[config.mk]
export PLATFORM = sky130hd
export DESIGN_NAME = uart_dbg_top
export DESIGN_NICKNAME = d
export VERILOG_FILES = /design/src/uart_phy_pkg.sv /design/src/uart_dbg_pkg.sv /design/src/dbg_cmd_engine.sv /design/src/dbg_mem.sv /design/src/uart_dbg_top.sv /design/src/uart_rx.sv /design/src/uart_tx.sv
export SDC_FILE = /design/constraint.sdc
export NUM_CORES = 2
export LEC_CHECK = 0
export BUFFER_PORTS_ARGS = -buffer_cell sky130_fd_sc_hd__buf_2
export CAP_MARGIN = 25
export CORE_UTILIZATION = 41
export CTS_CLUSTER_DIAMETER = 150
export DETAILED_ROUTE_END_ITERATION = 8
export PLACE_DENSITY_LB_ADDON = 0.2
export SKIP_LAST_GASP = 1
export SLEW_MARGIN = 20
export SYNTH_ARGS = -nofsm -noshare
export SYNTH_HDL_FRONTEND = slang
export SYNTH_HIERARCHICAL = 1
export SYNTH_SLANG_ARGS = --single-unit
[constraint.sdc]
create_clock -name clk -period 6.9 [get_ports clk]
set_clock_uncertainty 0.1 [all_clocks]
set_input_delay 1.38 -clock clk [delete_from_list [all_inputs] [get_ports clk]]
set_output_delay 1.38 -clock clk [all_outputs]
set_load 0.05 [all_outputs]
[src/uart_phy_pkg.sv]
// UART line framing constants and the byte type shared by the receiver, transmitter and engine
package uart_phy_pkg;

  // Oversampling ratio, clock cycles per bit
  localparam int unsigned CLKS_PER_BIT = 8;

  // Even parity bit between data and stop
  localparam bit PARITY_EN = 1'b1;

  localparam int unsigned DATA_BITS = 8;

  // Start, data, optional parity and stop
  localparam int unsigned FRAME_BITS = 2 + DATA_BITS + int'(PARITY_EN);

  // Counter widths for the bit timing
  localparam int unsigned CLK_CNT_W = $clog2(CLKS_PER_BIT);
  localparam int unsigned BIT_IDX_W = $clog2(FRAME_BITS);

  typedef logic [DATA_BITS-1:0] uart_byte_t;

endpackage

[src/uart_dbg_pkg.sv]
// Debug protocol codes, field widths and the memory request struct used by the debug server
package uart_dbg_pkg;

  //////////////////////////////////////////////////
  // Protocol bytes
  //////////////////////////////////////////////////

  localparam uart_phy_pkg::uart_byte_t CMD_READ  = 8'h11;
  localparam uart_phy_pkg::uart_byte_t CMD_WRITE = 8'h12;
  localparam uart_phy_pkg::uart_byte_t CMD_EXEC  = 8'h13;
  localparam uart_phy_pkg::uart_byte_t CODE_ACK  = 8'h06;
  localparam uart_phy_pkg::uart_byte_t CODE_EOT  = 8'h04;
  localparam uart_phy_pkg::uart_byte_t CODE_EOC  = 8'h14;

  //////////////////////////////////////////////////
  // Field widths
  //////////////////////////////////////////////////

  // Only the low address byte reaches the memory
  localparam int unsigned MEM_ADDR_W  = 8;
  localparam int unsigned LEN_W       = 16;
  localparam int unsigned FIELD_BYTES = 8;
  localparam int unsigned ENTRY_W     = 64;
  localparam int unsigned EXIT_W      = 32;

  // Derived byte counts
  localparam int unsigned LEN_BYTES   = LEN_W / 8;
  localparam int unsigned EXIT_BYTES  = EXIT_W / 8;
  localparam int unsigned FIELD_CNT_W = $clog2(FIELD_BYTES);

  // One memory access, held stable for the whole handshake
  typedef struct packed {
    logic                       we;
    logic [MEM_ADDR_W-1:0]      addr;
    uart_phy_pkg::uart_byte_t   wdata;
  } mem_req_t;

endpackage

[src/dbg_cmd_engine.sv]
// Debug protocol FSM that parses host commands and sequences memory, hart and UART replies
`timescale 1ns/1ps

module dbg_cmd_engine (
  input  logic                              clk,
  input  logic                              rst_n_i,
  input  logic                              rx_valid_i,
  input  uart_phy_pkg::uart_byte_t          rx_byte_i,
  input  logic                              tx_ack_i,
  input  logic                              mem_ack_i,
  input  uart_phy_pkg::uart_byte_t          mem_rdata_i,
  input  logic                              exec_ack_i,
  input  logic [uart_dbg_pkg::EXIT_W-1:0]   exec_code_i,
  output logic                              tx_req_o,
  output uart_phy_pkg::uart_byte_t          tx_byte_o,
  output logic                              mem_req_o,
  output uart_dbg_pkg::mem_req_t            mem_o,
  output logic                              exec_req_o,
  output logic [uart_dbg_pkg::ENTRY_W-1:0]  exec_entry_o
);

  import uart_phy_pkg::*;
  import uart_dbg_pkg::*;

  typedef enum logic [3:0] {
    S_IDLE,
    S_ADDR,
    S_LEN,
    S_TX,
    S_TX_WAIT,
    S_WR_RX,
    S_MEM,
    S_MEM_WAIT,
    S_NEXT,
    S_EOT,
    S_EXEC,
    S_EXEC_WAIT,
    S_CODE
  } state_e;

  // ret_q is where the FSM resumes after a transmit handshake
  state_e                 state_q;
  state_e                 ret_q;
  uart_byte_t             cmd_q;
  logic [FIELD_CNT_W-1:0] byte_cnt_q;
  logic [ENTRY_W-1:0]     entry_q;
  logic [LEN_W-1:0]       len_q;
  logic [LEN_W-1:0]       remain_q;
  logic [MEM_ADDR_W-1:0]  addr_q;
  uart_byte_t             wdata_q;
  uart_byte_t             tx_byte_q;
  logic [EXIT_W-1:0]      code_q;
  logic                   is_read;
  logic                   is_write;
  logic                   last_field;

  assign is_read    = (cmd_q == CMD_READ);
  assign is_write   = (cmd_q == CMD_WRITE);
  assign last_field = (byte_cnt_q == FIELD_CNT_W'(FIELD_BYTES - 1));

  //////////////////////////////////////////////////
  // Handshake outputs
  //////////////////////////////////////////////////

  assign tx_req_o     = (state_q == S_TX);
  assign tx_byte_o    = tx_byte_q;
  assign mem_req_o    = (state_q == S_MEM);
  assign mem_o        = '{we: is_write, addr: addr_q, wdata: wdata_q};
  assign exec_req_o   = (state_q == S_EXEC);
  assign exec_entry_o = entry_q;

  //////////////////////////////////////////////////
  // Protocol FSM
  //////////////////////////////////////////////////

  always_ff @(posedge clk or negedge rst_n_i) begin
    if (!rst_n_i) begin
      state_q    <= S_IDLE;
      ret_q      <= S_IDLE;
      cmd_q      <= '0;
      byte_cnt_q <= '0;
      entry_q    <= '0;
      len_q      <= '0;
      remain_q   <= '0;
      addr_q     <= '0;
      wdata_q    <= '0;
      tx_byte_q  <= '0;
      code_q     <= '0;
    end else begin
      unique case (state_q)
        // Anything but a challenge or a command is dropped here
        S_IDLE: begin
          if (rx_valid_i) begin
            if (rx_byte_i == CODE_ACK) begin
              tx_byte_q <= CODE_ACK;
              ret_q     <= S_IDLE;
              state_q   <= S_TX;
            end else if (rx_byte_i inside {CMD_READ, CMD_WRITE, CMD_EXEC}) begin
              cmd_q      <= rx_byte_i;
              byte_cnt_q <= '0;
              state_q    <= S_ADDR;
            end
          end
        end
        // Little-endian address, shifted in from the top
        S_ADDR: begin
          if (rx_valid_i) begin
            entry_q    <= {rx_byte_i, entry_q[ENTRY_W-1:8]};
            byte_cnt_q <= byte_cnt_q + 1'b1;
            if (last_field) begin
              byte_cnt_q <= '0;
              if (is_read || is_write) begin
                state_q <= S_LEN;
              end else begin
                tx_byte_q <= CODE_ACK;
                ret_q     <= S_EXEC;
                state_q   <= S_TX;
              end
            end
          end
        end
        // Upper length bytes are received but not kept
        S_LEN: begin
          if (rx_valid_i) begin
            if (byte_cnt_q < FIELD_CNT_W'(LEN_BYTES)) begin
              len_q <= {rx_byte_i, len_q[LEN_W-1:8]};
            end
            byte_cnt_q <= byte_cnt_q + 1'b1;
            if (last_field) begin
              byte_cnt_q <= '0;
              addr_q     <= entry_q[MEM_ADDR_W-1:0];
              remain_q   <= len_q;
              tx_byte_q  <= CODE_ACK;
              state_q    <= S_TX;
              if (len_q == '0) begin
                ret_q <= S_EOT;
              end else if (is_read) begin
                ret_q <= S_MEM;
              end else begin
                ret_q <= S_WR_RX;
              end
            end
          end
        end
        S_TX: begin
          if (tx_ack_i) state_q <= S_TX_WAIT;
        end
        S_TX_WAIT: begin
          if (!tx_ack_i) state_q <= ret_q;
        end
        S_WR_RX: begin
          if (rx_valid_i) begin
            wdata_q <= rx_byte_i;
            state_q <= S_MEM;
          end
        end
        // Read data is only valid while the acknowledge is high
        S_MEM: begin
          if (mem_ack_i) begin
            tx_byte_q <= mem_rdata_i;
            state_q   <= S_MEM_WAIT;
          end
        end
        S_MEM_WAIT: begin
          if (!mem_ack_i) begin
            if (is_read) begin
              ret_q   <= S_NEXT;
              state_q <= S_TX;
            end else begin
              state_q <= S_NEXT;
            end
          end
        end
        // Address wraps at the memory size
        S_NEXT: begin
          addr_q   <= addr_q + 1'b1;
          remain_q <= remain_q - 1'b1;
          if (remain_q == LEN_W'(1)) begin
            state_q <= S_EOT;
          end else begin
            state_q <= is_read ? S_MEM : S_WR_RX;
          end
        end
        S_EOT: begin
          tx_byte_q <= CODE_EOT;
          ret_q     <= S_IDLE;
          state_q   <= S_TX;
        end
        // Hart runs, host bytes are ignored meanwhile
        S_EXEC: begin
          if (exec_ack_i) begin
            code_q  <= exec_code_i;
            state_q <= S_EXEC_WAIT;
          end
        end
        S_EXEC_WAIT: begin
          if (!exec_ack_i) begin
            tx_byte_q  <= CODE_EOC;
            byte_cnt_q <= '0;
            ret_q      <= S_CODE;
            state_q    <= S_TX;
          end
        end
        // Exit code goes out LSB first
        S_CODE: begin
          tx_byte_q  <= code_q[7:0];
          code_q     <= {8'h00, code_q[EXIT_W-1:8]};
          byte_cnt_q <= byte_cnt_q + 1'b1;
          state_q    <= S_TX;
          if (byte_cnt_q == FIELD_CNT_W'(EXIT_BYTES - 1)) begin
            ret_q <= S_IDLE;
          end else begin
            ret_q <= S_CODE;
          end
        end
        default: state_q <= S_IDLE;
      endcase
    end
  end

endmodule

[src/dbg_mem.sv]
// Byte-wide debug memory with a registered acknowledge behind a four-phase request port
`timescale 1ns/1ps

module dbg_mem (
  input  logic                     clk,
  input  logic                     rst_n_i,
  input  logic                     mem_req_i,
  input  uart_dbg_pkg::mem_req_t   mem_i,
  output logic                     mem_ack_o,
  output uart_phy_pkg::uart_byte_t mem_rdata_o
);

  import uart_phy_pkg::*;
  import uart_dbg_pkg::*;

  uart_byte_t mem_q [2**MEM_ADDR_W];
  logic       access;

  // One access per handshake, on the rising request
  assign access = mem_req_i & ~mem_ack_o;

  // Acknowledge follows the request by one cycle in both directions
  always_ff @(posedge clk or negedge rst_n_i) begin
    if (!rst_n_i) begin
      mem_ack_o <= 1'b0;
    end else begin
      mem_ack_o <= mem_req_i;
    end
  end

  always_ff @(posedge clk) begin
    if (access) begin
      if (mem_i.we) mem_q[mem_i.addr] <= mem_i.wdata;
      mem_rdata_o <= mem_q[mem_i.addr];
    end
  end

endmodule

[src/uart_dbg_top.sv]
// UART debug server top level joining receiver, transmitter, command engine and debug memory
`timescale 1ns/1ps

module uart_dbg_top (
  input  logic                              clk,
  input  logic                              rst_n_i,
  input  logic                              uart_rx_i,
  input  logic                              exec_ack_i,
  input  logic [uart_dbg_pkg::EXIT_W-1:0]   exec_code_i,
  output logic                              uart_tx_o,
  output logic                              exec_req_o,
  output logic [uart_dbg_pkg::ENTRY_W-1:0]  exec_entry_o
);

  import uart_phy_pkg::*;
  import uart_dbg_pkg::*;

  // Receive path
  logic       rx_valid;
  uart_byte_t rx_byte;

  // Transmit handshake
  logic       tx_req;
  logic       tx_ack;
  uart_byte_t tx_byte;

  // Memory handshake
  logic       mem_req;
  logic       mem_ack;
  mem_req_t   mem;
  uart_byte_t mem_rdata;

  uart_rx i_uart_rx (
    .clk        ( clk       ),
    .rst_n_i    ( rst_n_i   ),
    .rx_i       ( uart_rx_i ),
    .rx_valid_o ( rx_valid  ),
    .rx_byte_o  ( rx_byte   )
  );

  uart_tx i_uart_tx (
    .clk       ( clk       ),
    .rst_n_i   ( rst_n_i   ),
    .tx_req_i  ( tx_req    ),
    .tx_byte_i ( tx_byte   ),
    .tx_ack_o  ( tx_ack    ),
    .tx_o      ( uart_tx_o )
  );

  dbg_cmd_engine i_dbg_cmd_engine (
    .clk          ( clk          ),
    .rst_n_i      ( rst_n_i      ),
    .rx_valid_i   ( rx_valid     ),
    .rx_byte_i    ( rx_byte      ),
    .tx_ack_i     ( tx_ack       ),
    .mem_ack_i    ( mem_ack      ),
    .mem_rdata_i  ( mem_rdata    ),
    .exec_ack_i   ( exec_ack_i   ),
    .exec_code_i  ( exec_code_i  ),
    .tx_req_o     ( tx_req       ),
    .tx_byte_o    ( tx_byte      ),
    .mem_req_o    ( mem_req      ),
    .mem_o        ( mem          ),
    .exec_req_o   ( exec_req_o   ),
    .exec_entry_o ( exec_entry_o )
  );

  dbg_mem i_dbg_mem (
    .clk         ( clk       ),
    .rst_n_i     ( rst_n_i   ),
    .mem_req_i   ( mem_req   ),
    .mem_i       ( mem       ),
    .mem_ack_o   ( mem_ack   ),
    .mem_rdata_o ( mem_rdata )
  );

endmodule

[src/uart_rx.sv]
// Oversampling UART receiver, pulses a valid strobe for each frame with good parity and stop bit
`timescale 1ns/1ps

module uart_rx (
  input  logic                     clk,
  input  logic                     rst_n_i,
  input  logic                     rx_i,
  output logic                     rx_valid_o,
  output uart_phy_pkg::uart_byte_t rx_byte_o
);

  import uart_phy_pkg::*;

  typedef enum logic [2:0] {
    RX_IDLE,
    RX_START,
    RX_DATA,
    RX_PARITY,
    RX_STOP
  } rx_state_e;

  rx_state_e            state_q;
  logic [2:0]           sync_q;
  logic [CLK_CNT_W-1:0] clk_cnt_q;
  logic [BIT_IDX_W-1:0] bit_idx_q;
  logic                 parity_ok_q;
  uart_byte_t           data_q;
  logic                 rx_s;
  logic                 rx_fall;
  logic                 bit_tick;

  // Two flops against metastability, third one for edge detection
  assign rx_s     = sync_q[1];
  assign rx_fall  = sync_q[2] & ~sync_q[1];
  assign bit_tick = (clk_cnt_q == CLK_CNT_W'(CLKS_PER_BIT - 1));

  always_ff @(posedge clk or negedge rst_n_i) begin
    if (!rst_n_i) begin
      sync_q      <= '1;
      state_q     <= RX_IDLE;
      clk_cnt_q   <= '0;
      bit_idx_q   <= '0;
      parity_ok_q <= 1'b0;
      rx_valid_o  <= 1'b0;
    end else begin
      sync_q     <= {sync_q[1:0], rx_i};
      rx_valid_o <= 1'b0;
      clk_cnt_q  <= clk_cnt_q + 1'b1;
      unique case (state_q)
        RX_IDLE: begin
          clk_cnt_q <= '0;
          if (rx_fall) state_q <= RX_START;
        end
        // Recheck the line in the middle of the start bit
        RX_START: begin
          if (clk_cnt_q == CLK_CNT_W'(CLKS_PER_BIT / 2 - 1)) begin
            clk_cnt_q   <= '0;
            bit_idx_q   <= '0;
            parity_ok_q <= 1'b1;
            state_q     <= rx_s ? RX_IDLE : RX_DATA;
          end
        end
        RX_DATA: begin
          if (bit_tick) begin
            clk_cnt_q <= '0;
            bit_idx_q <= bit_idx_q + 1'b1;
            if (bit_idx_q == BIT_IDX_W'(DATA_BITS - 1)) begin
              state_q <= PARITY_EN ? RX_PARITY : RX_STOP;
            end
          end
        end
        RX_PARITY: begin
          if (bit_tick) begin
            clk_cnt_q   <= '0;
            parity_ok_q <= (rx_s == ^data_q);
            state_q     <= RX_STOP;
          end
        end
        RX_STOP: begin
          if (bit_tick) begin
            rx_valid_o <= rx_s & parity_ok_q;
            state_q    <= RX_IDLE;
          end
        end
        default: state_q <= RX_IDLE;
      endcase
    end
  end

  // Data bits arrive LSB first
  always_ff @(posedge clk) begin
    if (state_q == RX_DATA && bit_tick) data_q <= {rx_s, data_q[DATA_BITS-1:1]};
  end

  assign rx_byte_o = data_q;

endmodule

[src/uart_tx.sv]
// UART transmitter that sends one frame per four-phase request and acknowledges after the stop bit
`timescale 1ns/1ps

module uart_tx (
  input  logic                     clk,
  input  logic                     rst_n_i,
  input  logic                     tx_req_i,
  input  uart_phy_pkg::uart_byte_t tx_byte_i,
  output logic                     tx_ack_o,
  output logic                     tx_o
);

  import uart_phy_pkg::*;

  typedef enum logic [1:0] {
    TX_IDLE,
    TX_SHIFT,
    TX_ACK
  } tx_state_e;

  tx_state_e            state_q;
  logic [CLK_CNT_W-1:0] clk_cnt_q;
  logic [BIT_IDX_W-1:0] bit_idx_q;
  logic [DATA_BITS+1:0] shift_q;
  logic                 parity_bit;
  logic                 bit_tick;
  logic                 last_bit;

  // Without parity the filler one just extends the stop level
  assign parity_bit = PARITY_EN ? ^tx_byte_i : 1'b1;
  assign bit_tick   = (clk_cnt_q == CLK_CNT_W'(CLKS_PER_BIT - 1));
  assign last_bit   = (bit_idx_q == BIT_IDX_W'(FRAME_BITS - 1));

  always_ff @(posedge clk or negedge rst_n_i) begin
    if (!rst_n_i) begin
      state_q   <= TX_IDLE;
      clk_cnt_q <= '0;
      bit_idx_q <= '0;
      tx_ack_o  <= 1'b0;
      tx_o      <= 1'b1;
    end else begin
      unique case (state_q)
        TX_IDLE: begin
          if (tx_req_i) begin
            // Start bit goes out right away
            tx_o      <= 1'b0;
            clk_cnt_q <= '0;
            bit_idx_q <= '0;
            state_q   <= TX_SHIFT;
          end
        end
        TX_SHIFT: begin
          clk_cnt_q <= clk_cnt_q + 1'b1;
          if (bit_tick) begin
            clk_cnt_q <= '0;
            bit_idx_q <= bit_idx_q + 1'b1;
            if (last_bit) begin
              tx_o     <= 1'b1;
              tx_ack_o <= 1'b1;
              state_q  <= TX_ACK;
            end else begin
              tx_o <= shift_q[0];
            end
          end
        end
        // Hold the acknowledge until the request is withdrawn
        TX_ACK: begin
          if (!tx_req_i) begin
            tx_ack_o <= 1'b0;
            state_q  <= TX_IDLE;
          end
        end
        default: state_q <= TX_IDLE;
      endcase
    end
  end

  always_ff @(posedge clk) begin
    if (state_q == TX_IDLE && tx_req_i) begin
      shift_q <= {1'b1, parity_bit, tx_byte_i};
    end else if (state_q == TX_SHIFT && bit_tick) begin
      shift_q <= {1'b1, shift_q[DATA_BITS+1:1]};
    end
  end

endmodule
==> impl_metrics.toml <==
[cts]
post-cts-setup-buffer-count = 0
insertion_delay_ns = 0.86
clkTransAtPathRegs_ns = 0.06
numClockSinks = 2271
cts_buffers = 226
cts_resized = 0
clock_path_buffers = 3
postCtsHoldBufs = 0
cts_max_level = 4
root_buffer = "clkbuf_16"
cts_tree = "built"

[critical_path]
worstPathRequired_ns = 7.27
rr_worst_depth = 9
critPathMaxFanout = 27
end_kind = "flip-flop"
r2r_start = "i_dbg_cmd_engine/state_q[2]"
path_class = "reg -> reg"
cp-start-kind = "flip-flop"
crit_path_start = "i_dbg_cmd_engine/state_q[2]"
cp.arrival_ns = 5.65

[layout]
drive_gt1_frac = 0.255
antenna_cells = 0
design_area_mm2 = 0.100
area_delta_synth_final_pct = 13.1
final_cell_mix = "2073 x edfxtp_1, 512 x mux4_2, 337 x nor2_1"
final_common_cell = "edfxtp_1"
nNetsFinal = 4638
fillerInstances = 17800

[synth]
syn_inst = 4426
synthMuxAreaShare = 0.145
yosys.area.top_type = "edfxtp_1"
synth_top_family_by_area = "multiplexers"
async_flop_share = 0.0872
ys_types = 72
ys_ff_latch = 2271
yosysWarnings = 6
ys_seq_area_frac = 0.760
synth.cell_area_mm2 = 0.0884
syn_avg_cell_area_um2 = 20.0
synth_edf_count = 2073
yosys.area_share.simple = 0.0311
synth_xor_area_frac = 0.00242
synth-compound-area-share = 0.0448
yosys_most_used_dff = "edfxtp_1"
syn_nets = 4478
synth_top_cell_area_share = 0.704
synthAdderAreaFrac = 0.00226
netlist_top_cells_area = "edfxtp_1 70%, mux4_2 13%, dfrtp_1 5.5%"

[drt]
drt-total-wl_um = 224000
detail_route.first_pass.iterations = 5
via_count = 44500
wire_per_inst_um = 29.4
viasPerCell = 5.84
drtIter0Drc = 5002
ant_nets = 0
drc = 0

[status]
status = "finished clean"

[global_routing]
grt_max_degree = 161
grt_pass1_wl_um = 325000
antenna_found_initial = 3
track_usage = 0.206
overflow = 0
grt_pass1_vias = 44500

[power]
vdd_drop_max_uv = 207
leakagePower_nw = 26.7
p_per_area_mw_per_mm2 = 274

[sta]
fin_tns_setup_ns = 0
fmax_mhz = 190
setup_viol = 0
min_period_ns = 5.28
fin_ws_ns = 1.62
slew_headroom = 0.186
finalHoldViolCount = 0
min_period_over_period = 0.765
tightest_slew_ns = 1.21
rsz0062_at_grt = "false"
finalMaxSlewViolations = 0

[place]
dp_hpwl_um = 129000
dpl-instance-area_mm2 = 0.0924
portBuffers = 101
pre_cts_ws_ns = 1.63
gp_congestion = 0.789

[job]
maxCapViolations = 0

[floorplanning]
num_rows = 170
io_pins = 102
start_util = 0.412
coreArea_mm2 = 0.214
die_y_um = 466
die_w_um = 466
dieArea_mm2 = 0.218

[hold_path]
hp-start = "i_uart_rx/sync_q[0]"
hold_path_depth = 0
hold_class = "reg -> reg"
==> metal layers <==
layer | GRT usage | vias up | wire length (µm)
met1 | 0.308 | 23600 | 98900
met3 | 0.0388 | 307 | 17400
li1 | - | 18600 | -
met4 | 0.0558 | 0 | 5500
met5 | 0 | - | 0
met2 | 0.308 | 1957 | 102000
==> sequential cells by signal, indices dropped and copies added, names as in the netlist, 8 cells and up <==
register	count
i_dbg_cmd_engine/addr_q	8
i_dbg_cmd_engine/exec_entry_o	64
i_dbg_cmd_engine/code_q	32
i_dbg_cmd_engine/wdata_q	8
i_dbg_mem/mem_q	2048
i_dbg_mem/mem_rdata_o	8
i_uart_tx/shift_q	9
i_dbg_cmd_engine/remain_q	16
i_dbg_cmd_engine/cmd_q	8
i_dbg_cmd_engine/tx_byte_o	8
i_uart_rx/rx_byte_o	8
i_dbg_cmd_engine/len_q	16
==> layout make-up <==
type / count / area [µm²] / share of cell area
tap: 2838 / 3550 / 0.0355
clock inverter: 147 / 1640 / 0.0163
inverter: 17 / 63.8 / 0.000638
timing repair buffer: 207 / 1620 / 0.0162
sequential: 2271 / 67200 / 0.672
multi-input combinational: 1863 / 20000 / 0.200
clock buffer: 276 / 5920 / 0.0591
==> Yosys cell counts (12+ instances only) <==
library cell,n
ha_1,16
nand4_1,15
edfxtp_1,2073
buf_2,59
xnor2_1,16
a21oi_1,172
nand3_1,30
clkbuf_1,177
mux2_2,100
buf_1,16
inv_1,17
nand2b_1,17
nand2_1,111
nor2b_1,16
o22ai_1,39
dfrtp_1,194
o21ai_0,29
mux4_2,512
o41ai_1,33
a22oi_1,257
nor2_1,345
buf_6,12
nor3_1,15
==> worst paths after layout <==
| kind | endpoint | slack, ns |
|---|---|---|
| max in group asynchronous | i_dbg_cmd_engine/wdata_q[6] | 4.86 |
| min reg2reg | i_uart_rx/sync_q[1] | 0.26 |
| max | i_dbg_mem/mem_q[168][1] | 1.62 |
| max reg2reg | i_dbg_mem/mem_q[168][1] | 1.62 |
| min | i_uart_rx/sync_q[1] | 0.26 |
| min in group asynchronous | i_uart_tx/state_q[0] | 0.52 |
==> logic make-up (layout without fill, tap and decap cells) <==
logic type      Yosys count  in the layout
simple gates            614            614
mux                     622            622
compound gates          589            589
buf+inv                 292            647
fa+ha+maj                16             16
xor+xnor                 22             22
flops                  2271           2271
==> critical path: stages, from the launching register on <==
cell and delay [ns]:
dfrtp_1 0.89, nor2b_1 0.44, nor2b_1 0.43, nor2b_1 0.33, buf_4 0.25, nand2_1 0.13
nor3_1 0.55, nand2_2 0.74, buf_4 0.44, nor2_1 0.59
==> power breakdown <==
group / internal (W) / switching, W / total (W)
Sequential: 0.0148 / 0.0000247 / 0.0148
Combinational: 0.0000370 / 0.0000511 / 0.0000881
Clock: 0.00729 / 0.00523 / 0.0125
==> per-stage QoR <==
stage          utilization  cells  total power, W  hold WS, ns
2_1_floorplan            -   4426          0.0152        0.245
3_3_place_gp         0.431   7186          0.0152        0.246
3_5_place_dp         0.431   7193          0.0152        0.252
4_1_cts              0.466   7616          0.0277        0.261
5_1_grt              0.467   7619          0.0282        0.264
6_report             0.467   7619          0.0274        0.257
Power figures use the tool's default switching activity.
